**src/rtl/rv_isa_pkg.sv**
```systemverilog
package rv_isa_pkg;

    localparam int XLEN = 32;

    typedef logic [XLEN-1:0] word_t;
    typedef logic [4:0]      reg_idx_t;

    // Major opcodes of the supported subset
    localparam logic [6:0] OPC_OP     = 7'b0110011;
    localparam logic [6:0] OPC_OP_IMM = 7'b0010011;
    localparam logic [6:0] OPC_LUI    = 7'b0110111;
    localparam logic [6:0] OPC_AUIPC  = 7'b0010111;
    localparam logic [6:0] OPC_JAL    = 7'b1101111;
    localparam logic [6:0] OPC_BRANCH = 7'b1100011;

    // ALU funct3 codes, shared by register and immediate forms
    localparam logic [2:0] F3_ADD_SUB = 3'b000;
    localparam logic [2:0] F3_SLL     = 3'b001;
    localparam logic [2:0] F3_SLT     = 3'b010;
    localparam logic [2:0] F3_SLTU    = 3'b011;
    localparam logic [2:0] F3_XOR     = 3'b100;
    localparam logic [2:0] F3_SRL_SRA = 3'b101;
    localparam logic [2:0] F3_OR      = 3'b110;
    localparam logic [2:0] F3_AND     = 3'b111;

    // Branch funct3 codes
    localparam logic [2:0] F3_BEQ = 3'b000;
    localparam logic [2:0] F3_BNE = 3'b001;
    localparam logic [2:0] F3_BLT = 3'b100;
    localparam logic [2:0] F3_BGE = 3'b101;

    // addi x0, x0, 0
    localparam word_t I_NOP = 32'h0000_0013;

    typedef enum logic [3:0] {
        ALU_ADD    = 4'd0,
        ALU_SUB    = 4'd1,
        ALU_AND    = 4'd2,
        ALU_OR     = 4'd3,
        ALU_XOR    = 4'd4,
        ALU_SLT    = 4'd5,
        ALU_SLTU   = 4'd6,
        ALU_SLL    = 4'd7,
        ALU_SRL    = 4'd8,
        ALU_SRA    = 4'd9,
        ALU_PASS_B = 4'd10
    } alu_op_e;

endpackage

```
**src/rtl/rv_pipe_pkg.sv**
```systemverilog
package rv_pipe_pkg;

    import rv_isa_pkg::*;

    // Source of ALU operand A
    typedef enum logic [1:0] {
        A_RS1  = 2'd0,
        A_PC   = 2'd1,
        A_ZERO = 2'd2
    } a_src_e;

    // Control bits, cleared by reset and by flush
    typedef struct packed {
        logic reg_write;
        logic is_branch;
        logic is_jump;
    } id_ctrl_t;

    // Decoded fields, cleared by flush only
    typedef struct packed {
        a_src_e   alu_a_src;
        logic     alu_b_imm;
        alu_op_e  alu_op;
        logic     res_pc4;
        logic [2:0] funct3;
        reg_idx_t rd;
        reg_idx_t rs1;
        reg_idx_t rs2;
        word_t    instr;
    } id_dec_t;

    // Operand data, no reset
    typedef struct packed {
        word_t rs1_data;
        word_t rs2_data;
        word_t imm;
        word_t pc;
        word_t pc_plus4;
    } id_data_t;

    // Writeback record leaving EX
    typedef struct packed {
        logic     valid;
        reg_idx_t rd;
        word_t    data;
    } wb_t;

endpackage

```
**src/rtl/rv_reg_file.sv**
```systemverilog
`timescale 1ns/10ps

module rv_reg_file
    import rv_isa_pkg::*;
    import rv_pipe_pkg::*;
(
    input  logic     clk,
    input  logic     rst_n,
    input  reg_idx_t rs1,
    input  reg_idx_t rs2,
    output word_t    rs1_data,
    output word_t    rs2_data,
    input  wb_t      wb
);

    // x0 is not stored
    word_t regs [1:31];
    logic  wr_en;

    // Writes are blocked while reset is asserted
    assign wr_en = rst_n && wb.valid && (wb.rd != '0);

    always_ff @(posedge clk) begin
        if (wr_en) begin
            regs[wb.rd] <= wb.data;
        end
    end

    // Same-cycle write is bypassed onto the read ports
    assign rs1_data = (rs1 == '0) ? '0 :
                      (wr_en && wb.rd == rs1) ? wb.data : regs[rs1];
    assign rs2_data = (rs2 == '0) ? '0 :
                      (wr_en && wb.rd == rs2) ? wb.data : regs[rs2];

endmodule

```
**src/rtl/rv_decoder.sv**
```systemverilog
`timescale 1ns/10ps

module rv_decoder
    import rv_isa_pkg::*;
    import rv_pipe_pkg::*;
(
    input  logic     instr_valid,
    input  word_t    instr,
    input  word_t    pc,
    output reg_idx_t rs1,
    output reg_idx_t rs2,
    input  word_t    rs1_data,
    input  word_t    rs2_data,
    output id_ctrl_t ctrl,
    output id_dec_t  dec,
    output id_data_t data
);

    logic [6:0] opcode;
    logic [2:0] funct3;
    logic       funct7_5;
    reg_idx_t   rd;
    word_t      imm_i;
    word_t      imm_u;
    word_t      imm_b;
    word_t      imm_j;
    word_t      imm;
    logic       known;

    // Map funct3 and the alternate bit onto an ALU operation
    function automatic alu_op_e alu_map(input logic [2:0] f3, input logic alt);
        alu_op_e op;
        case (f3)
            F3_ADD_SUB: op = alt ? ALU_SUB : ALU_ADD;
            F3_SLL:     op = ALU_SLL;
            F3_SLT:     op = ALU_SLT;
            F3_SLTU:    op = ALU_SLTU;
            F3_XOR:     op = ALU_XOR;
            F3_SRL_SRA: op = alt ? ALU_SRA : ALU_SRL;
            F3_OR:      op = ALU_OR;
            F3_AND:     op = ALU_AND;
            default:    op = ALU_ADD;
        endcase
        return op;
    endfunction

    assign opcode   = instr[6:0];
    assign rd       = instr[11:7];
    assign funct3   = instr[14:12];
    assign rs1      = instr[19:15];
    assign rs2      = instr[24:20];
    assign funct7_5 = instr[30];

    assign imm_i = {{20{instr[31]}}, instr[31:20]};
    assign imm_u = {instr[31:12], 12'b0};
    assign imm_b = {{19{instr[31]}}, instr[31], instr[7], instr[30:25], instr[11:8], 1'b0};
    assign imm_j = {{11{instr[31]}}, instr[31], instr[19:12], instr[20], instr[30:21], 1'b0};

    always_comb begin
        known         = 1'b1;
        imm           = imm_i;
        ctrl          = '0;
        dec           = '0;
        dec.alu_a_src = A_RS1;
        dec.funct3    = funct3;
        dec.rd        = rd;
        dec.rs1       = rs1;
        dec.rs2       = rs2;
        dec.instr     = instr;

        case (opcode)
            OPC_OP: begin
                ctrl.reg_write = 1'b1;
                dec.alu_op     = alu_map(funct3, funct7_5);
            end
            OPC_OP_IMM: begin
                // Only shifts use bit 30; addi has no subtract form
                ctrl.reg_write = 1'b1;
                dec.alu_b_imm  = 1'b1;
                dec.alu_op     = alu_map(funct3, funct7_5 && funct3 == F3_SRL_SRA);
            end
            OPC_LUI: begin
                ctrl.reg_write = 1'b1;
                dec.alu_a_src  = A_ZERO;
                dec.alu_b_imm  = 1'b1;
                dec.alu_op     = ALU_PASS_B;
                imm            = imm_u;
            end
            OPC_AUIPC: begin
                ctrl.reg_write = 1'b1;
                dec.alu_a_src  = A_PC;
                dec.alu_b_imm  = 1'b1;
                dec.alu_op     = ALU_ADD;
                imm            = imm_u;
            end
            OPC_JAL: begin
                ctrl.reg_write = 1'b1;
                ctrl.is_jump   = 1'b1;
                dec.res_pc4    = 1'b1;
                imm            = imm_j;
            end
            OPC_BRANCH: begin
                ctrl.is_branch = 1'b1;
                dec.alu_op     = ALU_SUB;
                imm            = imm_b;
                // Unsigned compares are not supported
                if (!(funct3 inside {F3_BEQ, F3_BNE, F3_BLT, F3_BGE})) begin
                    known = 1'b0;
                end
            end
            default: known = 1'b0;
        endcase

        if (!instr_valid || !known) begin
            ctrl = '0;
        end
        if (rd == '0) begin
            ctrl.reg_write = 1'b0;
        end
    end

    assign data = '{
        rs1_data: rs1_data,
        rs2_data: rs2_data,
        imm:      imm,
        pc:       pc,
        pc_plus4: pc + 32'd4
    };

endmodule

```
**src/rtl/rv_reg_id_ex.sv**
```systemverilog
`timescale 1ns/10ps

module rv_reg_id_ex
    import rv_isa_pkg::*;
    import rv_pipe_pkg::*;
(
    input  logic     clk,
    input  logic     rst_n,
    input  logic     stall,
    input  logic     flush,
    input  id_ctrl_t ctrl_id,
    input  id_dec_t  dec_id,
    input  id_data_t data_id,
    output id_ctrl_t ctrl_ex,
    output id_dec_t  dec_ex,
    output id_data_t data_ex
);

    // Control bits, reset or flush make a bubble
    always_ff @(posedge clk) begin
        if (!rst_n || flush) begin
            ctrl_ex <= '0;
        end else if (!stall) begin
            ctrl_ex <= ctrl_id;
        end
    end

    // Decoded fields, a flushed slot carries a NOP
    always_ff @(posedge clk) begin
        if (flush) begin
            dec_ex       <= '0;
            dec_ex.instr <= I_NOP;
        end else if (!stall) begin
            dec_ex <= dec_id;
        end
    end

    // Operand data
    always_ff @(posedge clk) begin
        if (!stall) begin
            data_ex <= data_id;
        end
    end

endmodule

```
**src/rtl/rv_execute.sv**
```systemverilog
`timescale 1ns/10ps

module rv_execute
    import rv_isa_pkg::*;
    import rv_pipe_pkg::*;
(
    input  logic     clk,
    input  logic     rst_n,
    input  logic     stall,
    input  id_ctrl_t ctrl,
    input  id_dec_t  dec,
    input  id_data_t data,
    output logic     redirect,
    output word_t    redirect_pc,
    output wb_t      wb
);

    word_t    rs1_fwd;
    word_t    rs2_fwd;
    word_t    alu_a;
    word_t    alu_b;
    word_t    alu_y;
    word_t    result;
    logic     br_taken;
    logic     wb_valid;
    reg_idx_t wb_rd;
    word_t    wb_data;

    // Forward the writeback register onto matching sources
    assign rs1_fwd = (wb.valid && wb.rd != '0 && wb.rd == dec.rs1) ? wb.data : data.rs1_data;
    assign rs2_fwd = (wb.valid && wb.rd != '0 && wb.rd == dec.rs2) ? wb.data : data.rs2_data;

    always_comb begin
        case (dec.alu_a_src)
            A_PC:    alu_a = data.pc;
            A_ZERO:  alu_a = '0;
            default: alu_a = rs1_fwd;
        endcase
    end

    assign alu_b = dec.alu_b_imm ? data.imm : rs2_fwd;

    always_comb begin
        case (dec.alu_op)
            ALU_ADD:    alu_y = alu_a + alu_b;
            ALU_SUB:    alu_y = alu_a - alu_b;
            ALU_AND:    alu_y = alu_a & alu_b;
            ALU_OR:     alu_y = alu_a | alu_b;
            ALU_XOR:    alu_y = alu_a ^ alu_b;
            ALU_SLT:    alu_y = {31'b0, $signed(alu_a) < $signed(alu_b)};
            ALU_SLTU:   alu_y = {31'b0, alu_a < alu_b};
            ALU_SLL:    alu_y = alu_a << alu_b[4:0];
            ALU_SRL:    alu_y = alu_a >> alu_b[4:0];
            ALU_SRA:    alu_y = $signed(alu_a) >>> alu_b[4:0];
            ALU_PASS_B: alu_y = alu_b;
            default:    alu_y = '0;
        endcase
    end

    // Branch compare on the forwarded register values
    always_comb begin
        case (dec.funct3)
            F3_BEQ:  br_taken = (rs1_fwd == rs2_fwd);
            F3_BNE:  br_taken = (rs1_fwd != rs2_fwd);
            F3_BLT:  br_taken = ($signed(rs1_fwd) < $signed(rs2_fwd));
            F3_BGE:  br_taken = ($signed(rs1_fwd) >= $signed(rs2_fwd));
            default: br_taken = 1'b0;
        endcase
    end

    assign redirect    = !stall && (ctrl.is_jump || (ctrl.is_branch && br_taken));
    assign redirect_pc = data.pc + data.imm;

    // JAL links pc+4
    assign result = dec.res_pc4 ? data.pc_plus4 : alu_y;

    always_ff @(posedge clk) begin
        if (!rst_n) begin
            wb_valid <= 1'b0;
        end else if (!stall) begin
            wb_valid <= ctrl.reg_write;
        end
    end

    always_ff @(posedge clk) begin
        if (!stall) begin
            wb_rd   <= dec.rd;
            wb_data <= result;
        end
    end

    assign wb = '{valid: wb_valid, rd: wb_rd, data: wb_data};

endmodule

```
**src/rtl/rv_core_top.sv**
```systemverilog
`timescale 1ns/10ps

module rv_core_top
    import rv_isa_pkg::*;
    import rv_pipe_pkg::*;
(
    input  logic  clk,
    input  logic  rst_n,
    input  logic  instr_valid,
    input  logic  stall,
    input  word_t instr,
    input  word_t pc,
    output logic  redirect,
    output word_t redirect_pc,
    output wb_t   wb
);

    reg_idx_t rs1;
    reg_idx_t rs2;
    word_t    rs1_data;
    word_t    rs2_data;
    id_ctrl_t ctrl_id;
    id_dec_t  dec_id;
    id_data_t data_id;
    id_ctrl_t ctrl_ex;
    id_dec_t  dec_ex;
    id_data_t data_ex;

    rv_decoder u_decoder (
        .instr_valid (instr_valid),
        .instr       (instr),
        .pc          (pc),
        .rs1         (rs1),
        .rs2         (rs2),
        .rs1_data    (rs1_data),
        .rs2_data    (rs2_data),
        .ctrl        (ctrl_id),
        .dec         (dec_id),
        .data        (data_id)
    );

    rv_reg_file u_reg_file (
        .clk      (clk),
        .rst_n    (rst_n),
        .rs1      (rs1),
        .rs2      (rs2),
        .rs1_data (rs1_data),
        .rs2_data (rs2_data),
        .wb       (wb)
    );

    // A taken transfer in EX squashes the instruction leaving ID
    rv_reg_id_ex u_reg_id_ex (
        .clk     (clk),
        .rst_n   (rst_n),
        .stall   (stall),
        .flush   (redirect),
        .ctrl_id (ctrl_id),
        .dec_id  (dec_id),
        .data_id (data_id),
        .ctrl_ex (ctrl_ex),
        .dec_ex  (dec_ex),
        .data_ex (data_ex)
    );

    rv_execute u_execute (
        .clk         (clk),
        .rst_n       (rst_n),
        .stall       (stall),
        .ctrl        (ctrl_ex),
        .dec         (dec_ex),
        .data        (data_ex),
        .redirect    (redirect),
        .redirect_pc (redirect_pc),
        .wb          (wb)
    );

endmodule

```
**config.mk**
```make
export PLATFORM = sky130hd
export DESIGN_NAME = rv_core_top
export DESIGN_NICKNAME = d
export VERILOG_FILES = /design/src/rtl/rv_isa_pkg.sv /design/src/rtl/rv_pipe_pkg.sv /design/src/rtl/rv_reg_file.sv /design/src/rtl/rv_decoder.sv /design/src/rtl/rv_reg_id_ex.sv /design/src/rtl/rv_execute.sv /design/src/rtl/rv_core_top.sv
export SDC_FILE = /design/constraint.sdc
export NUM_CORES = 2
export LEC_CHECK = 0
export BUFFER_PORTS_ARGS = -buffer_cell sky130_fd_sc_hd__buf_2
export CAP_MARGIN = 30
export CORE_MARGIN = 2
export CORE_UTILIZATION = 30
export CTS_BUF_LIST = sky130_fd_sc_hd__clkbuf_4 sky130_fd_sc_hd__clkbuf_8 sky130_fd_sc_hd__clkbuf_16
export DETAILED_ROUTE_END_ITERATION = 10
export SLEW_MARGIN = 20
export SYNTH_ARGS = -nofsm -noshare
export SYNTH_HDL_FRONTEND = slang
export SYNTH_HIERARCHICAL = 1
export SYNTH_SLANG_ARGS = --single-unit
```
**constraint.sdc**
```tcl
create_clock -name clk -period 7.89 [get_ports clk]
set_clock_uncertainty 0.1 [all_clocks]
set_input_delay 1.578 -clock clk [delete_from_list [all_inputs] [get_ports clk]]
set_output_delay 1.578 -clock clk [all_outputs]
set_load 0.02 [all_outputs]
```
---- After elaboration in Yosys (flattened, before gate mapping) ----
Memory sizes are Yosys's and may differ from the RTL's. A register that Yosys moved wholly into a read port is not among the register bits.
Cells that the tools add are included.
word-level totals
  memory bits (writable) .................. 992
  output and inout bits ................... 71
  memories ................................ 1
  bits of input ports ..................... 68
  register bits ........................... 163
  logic and storage cells ................. 118
memories
  name             words  width  rd ports  clocked after memory_dff  write ports  line               text
  u_reg_file.regs  31     32     2         2                         1            rv_reg_file.sv:17  word_t regs [1:31];
cells by class
  $add $sub $neg .......................... 4
  shift-type cells ........................ 3
  reductions and logical operators ........ 28
  order comparisons ....................... 4
  multiplexer cells ....................... 26
  bitwise logic cells ..................... 3
  equality and inequality tests ........... 32
operators with widths
  cell                   count
  $pmux 32 s11           1
  $mux 32                4
  $lt 32x32->1           3
  $pmux 31 s3            1
  $add 32x32->32         2
  $pmux 32 s2            1
  $pmux 4 s8             2
  $add 32x3->32 const B  1
  $and 32x32->32         1
  $eq 32x32->1           1
  $ge 32x32->1           1
  $ne 32x32->1           1
  $or 32x32->32          1
  $shl 32x5->32          1
  $shr 32x5->32          1
  $sshr 32x5->32         1
  $sub 32x32->32         1
  $xor 32x32->32         1
  $eq 3x3->1 const B     6
  $eq 4x3->1 const B     4
  $pmux 4 s4             1
  $logic_not 5->1        3
  $eq 7x5->1 const B     2
  $eq 7x6->1 const B     2
  24 further kinds       57

---- Logic depth before layout (Yosys ltp) ----
  depth after elaboration ................. 10
  mapped depth ............................ 23
  depth with buffers taken out ............ 18

---- Cells and area by module ----
The synthesis kept the hierarchy.
by module, submodules not included
  module        sequential area each (um2)  area each (um2)  instances  cells each
  rv_reg_file   29788.6                     47764.6          1          2798
  rv_execute    1131.1                      15361.0          1          2118
  rv_reg_id_ex  6025.8                      7040.5           1          358
  rv_decoder    0.0                         2233.4           1          313

---- Worst setup path after synthesis ----
Ideal clock, no wire load.
  path type ............................... register to output
  start point ............................. register u_execute.wb_rd[1]
  end point ............................... output port redirect
  buffers on the path ..................... 3
  arrival time ............................ 5827 ps
  stages on the path, launching flop included .. 20
  data required time ...................... 6212 ps
  path slack .............................. 385 ps
  path through ............................ edfxtp_1 > or4_4 > o211a_1 > nand2_1 > buf_4 > buf_2 > buf_2 > nor2_1 > a21oi_1 > ha_1 > nor2b_1 > o21a_1 > o21a_1 > o211ai_1 > a21oi_1 > a211o_1 > a311oi_1 > mux2i_1 > nor4b_1 > a2111oi_0
between the ends
  cells in the longest elaborated chain, start to end .. 9
  elaborated cells on any way between the ends .. 16
  classes of those cells .................. order compare: 2; eq/ne: 4; mux: 3; reduce/logical: 7
RTL lines
  element                                     line                                text
  from (decl)                                 rv_execute.sv:26                    reg_idx_t wb_rd;
  from (signal assigned)                      rv_execute.sv:87                    wb_rd <= dec.rd;
  $reduce_bool 5->1                           rv_execute.sv:30, rv_execute.sv:31
  $logic_and 1x1->1                           rv_execute.sv:30, rv_execute.sv:31
  $logic_and 1x1->1 (on tied branches)        rv_execute.sv:30, rv_execute.sv:31
  $mux 32 (on tied branches)                  rv_execute.sv:30, rv_execute.sv:31
  $ge 32x32->1, or another cell as far along  rv_execute.sv:66                    F3_BGE: br_taken = ($signed(rs1_fwd) >= $signed(rs2_fwd));
  $pmux 1 s4 *                                rv_execute.sv:62                    case (dec.funct3)
  $logic_and 1x1->1 *                         rv_execute.sv:71                    assign redirect = !stall && (ctrl.is_jump || (ctrl.is_branch && br_taken));
  $logic_or 1x1->1 *                          rv_execute.sv:71
  $logic_and 1x1->1 *                         rv_execute.sv:71
  to (decl)                                   rv_core_top.sv:13                   output logic redirect,
Mark *: on every way between the ends. The rest lies on a longest branch, timed or not.

---- Worst setup path in the final report ----
Same ends and word-level chain as after synthesis.

==> run summary <==
status = completed
iteration-0 DRC count of the detailed router = 7090
clock tree buffer depth = 3
max-slew violations = 0
share of power burned in registers = 0.448
largest net degree at the start of global routing = 103
drt total wl = 280 mm
placement row count = 178
initial antenna violation count = 19
vias in the first global route = 49300
worst path required time = 6.21 ns
Pwr Density = 218 nW/um^2
setup bufs post-CTS = 0
Ys Warns = 6
cells after synthesis = 5455
io pins = 139
DR vias/cell = 5.99
clock power share = 0.357
DRC = 0
CTS sink count = 1219
Num CTS Buffers = 130
1st-pass router iterations = 7
H-tree levels = 4
period utilisation layout = 0.953
share of layout cells above drive strength 1 = 0.212
Max VDD drop = 0.000158 V
GP Congestion = 1.01
GRT Resource Usage Total = 0.224
multi-input logic area = 31400 sq um
DIE AREA = 241000 sq um
unrepaired setup endpoints after global routing = no
Setup WS pre-CTS = 0.837 ns
min Tclk post-route = 7.52 ns
hold_buf cts = 0
syn_nets = 5695
maximum clock frequency = 133 MHz
Sw Share = 0.302
final core occ = 0.335
worst min path class = flip-flop to flip-flop
kind of critical path = flip-flop to output port
CTS tree = built
Leak = 27.3 nW
root buffer cell = clkbuf_16
CP Launch Type = flip-flop
vias post-DR = 51900
synthesized area per cell = 13.0 sq um
kind of end point of the critical path = output port
clock latency on the worst-skew pair = 0.79 ns
global-route wire length before repair = 389 mm
Max-Cap Viols = 0
CP Max Fanout = 18
initial core utilization = 0.302
most frequent cells in the layout = 1189 x edfxtp_1, 445 x mux2i_1, 343 x mux4_2
# fillers = 23100
Worst-path clk slew = 0.06 ns
PortBufs = 138
core area = 235000 sq um
chip height = 491 um
synthesized cell area = 71000 sq um
register area = 36300 sq um
post-route ant nets = 0
PnR worst setup slack = 0.368 ns
global route overflow = 0
slew of the pin with the lowest slew margin = 1.28 ns
Hold Vio Cnt, Final = 0
internal power = 12.0 mW
Nets = 5648
Comb power frac = 0.194
final setup fails = 0
Max-slew headroom = 0.149
DP HPWL = 193 mm
Layout area overhead = 11.0%
Die X = 491 um
Psw = 5.20 mW
commonest non-fill, non-tap cell in the layout = edfxtp_1
WL/cell = 32.3 um
total negative slack = 0 ns
CP arrival = 5.84 ns
## flip-flops by register name (all words and copies together), names as in the netlist
signal / flops
u_reg_id_ex/ctrl_ex: 3
u_reg_file/regs: 992
u_execute/wb_valid: 1
u_execute/wb_rd: 5
u_execute/wb_data: 32
u_reg_id_ex/dec_ex: 26
u_reg_id_ex/data_ex: 160
## layout make-up
class | count | share of cell area
clock buffers | 164 | 0.0448
repair buffers | 346 | 0.0303
diodes | 6 | 0.000190
multi-input cells | 3571 | 0.399
inverters | 140 | 0.00679
flip-flops and latches | 1219 | 0.460
well taps | 3150 | 0.0500
clock inverters | 71 | 0.00896
## critical path, stage by stage (launching register included)
cell and delay [ns]:
edfxtp_1 0.36, buf_4 0.20, or4_4 0.58, o211a_1 0.33, nand2_4 0.32, buf_4 0.27
nor2_1 0.06, a21oi_1 0.15, ha_1 0.27, nor2b_1 0.14, o21a_1 0.16, o21a_1 0.16
o211ai_1 0.15, a21oi_1 0.09, a211o_1 0.29, a311oi_1 0.36, mux2i_2 0.42, nor4b_1 0.11
a2111oi_2 0.41, buf_2 0.24
## worst paths after layout
kind                                             from                              end  slack [ns]  depth (start not counted)
hold / removal    u_reg_id_ex/dec_ex[44]$_SDFFE_PP0N_     u_execute/wb_rd[2]$_DFFE_PN_        0.34                          0
setup / recovery         u_execute/wb_rd[1]$_DFFE_PN_                         redirect        0.37                         19
setup reg to reg         u_execute/wb_rd[1]$_DFFE_PN_  u_execute/wb_data[30]$_DFFE_PN_        1.38                         19
hold reg to reg   u_reg_id_ex/dec_ex[44]$_SDFFE_PP0N_     u_execute/wb_rd[2]$_DFFE_PN_        0.34                          0
## power by group through the flow
| stage | Sequential (mW) | Combinational, mW | Clock, mW |
|---|---|---|---|
| 2_1_floorplan | 7.92 | 1.88 | 0 |
| 3_3_place_gp | 7.84 | 3.25 | 0 |
| 3_5_place_dp | 7.84 | 3.25 | 0 |
| 4_1_cts | 7.70 | 3.27 | 6.26 |
| 5_1_grt | 7.71 | 3.51 | 6.50 |
| 6_report | 7.72 | 3.34 | 6.15 |
## stage by stage
step,power [mW],std cells,hold WS [ns],instance area (sq um)
2_1_floorplan,9.80,5455,0.308,71000
3_3_place_gp,11.1,8419,0.331,74500
3_5_place_dp,11.1,8426,0.332,74600
4_1_cts,17.2,8661,0.346,78800
5_1_grt,17.7,8662,0.361,78900
6_report,17.2,8667,0.341,78900
## what timing repair did
| item | 4_1_cts | 5_1_grt |
|---|---|---|
| resized for setup | 1 | 1 |
| setup endpoints to repair | 1 | 1 |
| hold endpoints to repair | 0 | 0 |
## metal layers
layer / GRT usage / vias to the layer above / share of wire
li1: - / 21400 / -
met4: 0.0826 / 12 / 0.039
met2: 0.345 / 3139 / 0.45
met1: 0.305 / 26900 / 0.41
met5: 0 / - / 0.00028
met3: 0.0526 / 457 / 0.11
Note: power is estimated with default switching activity, not from simulation.
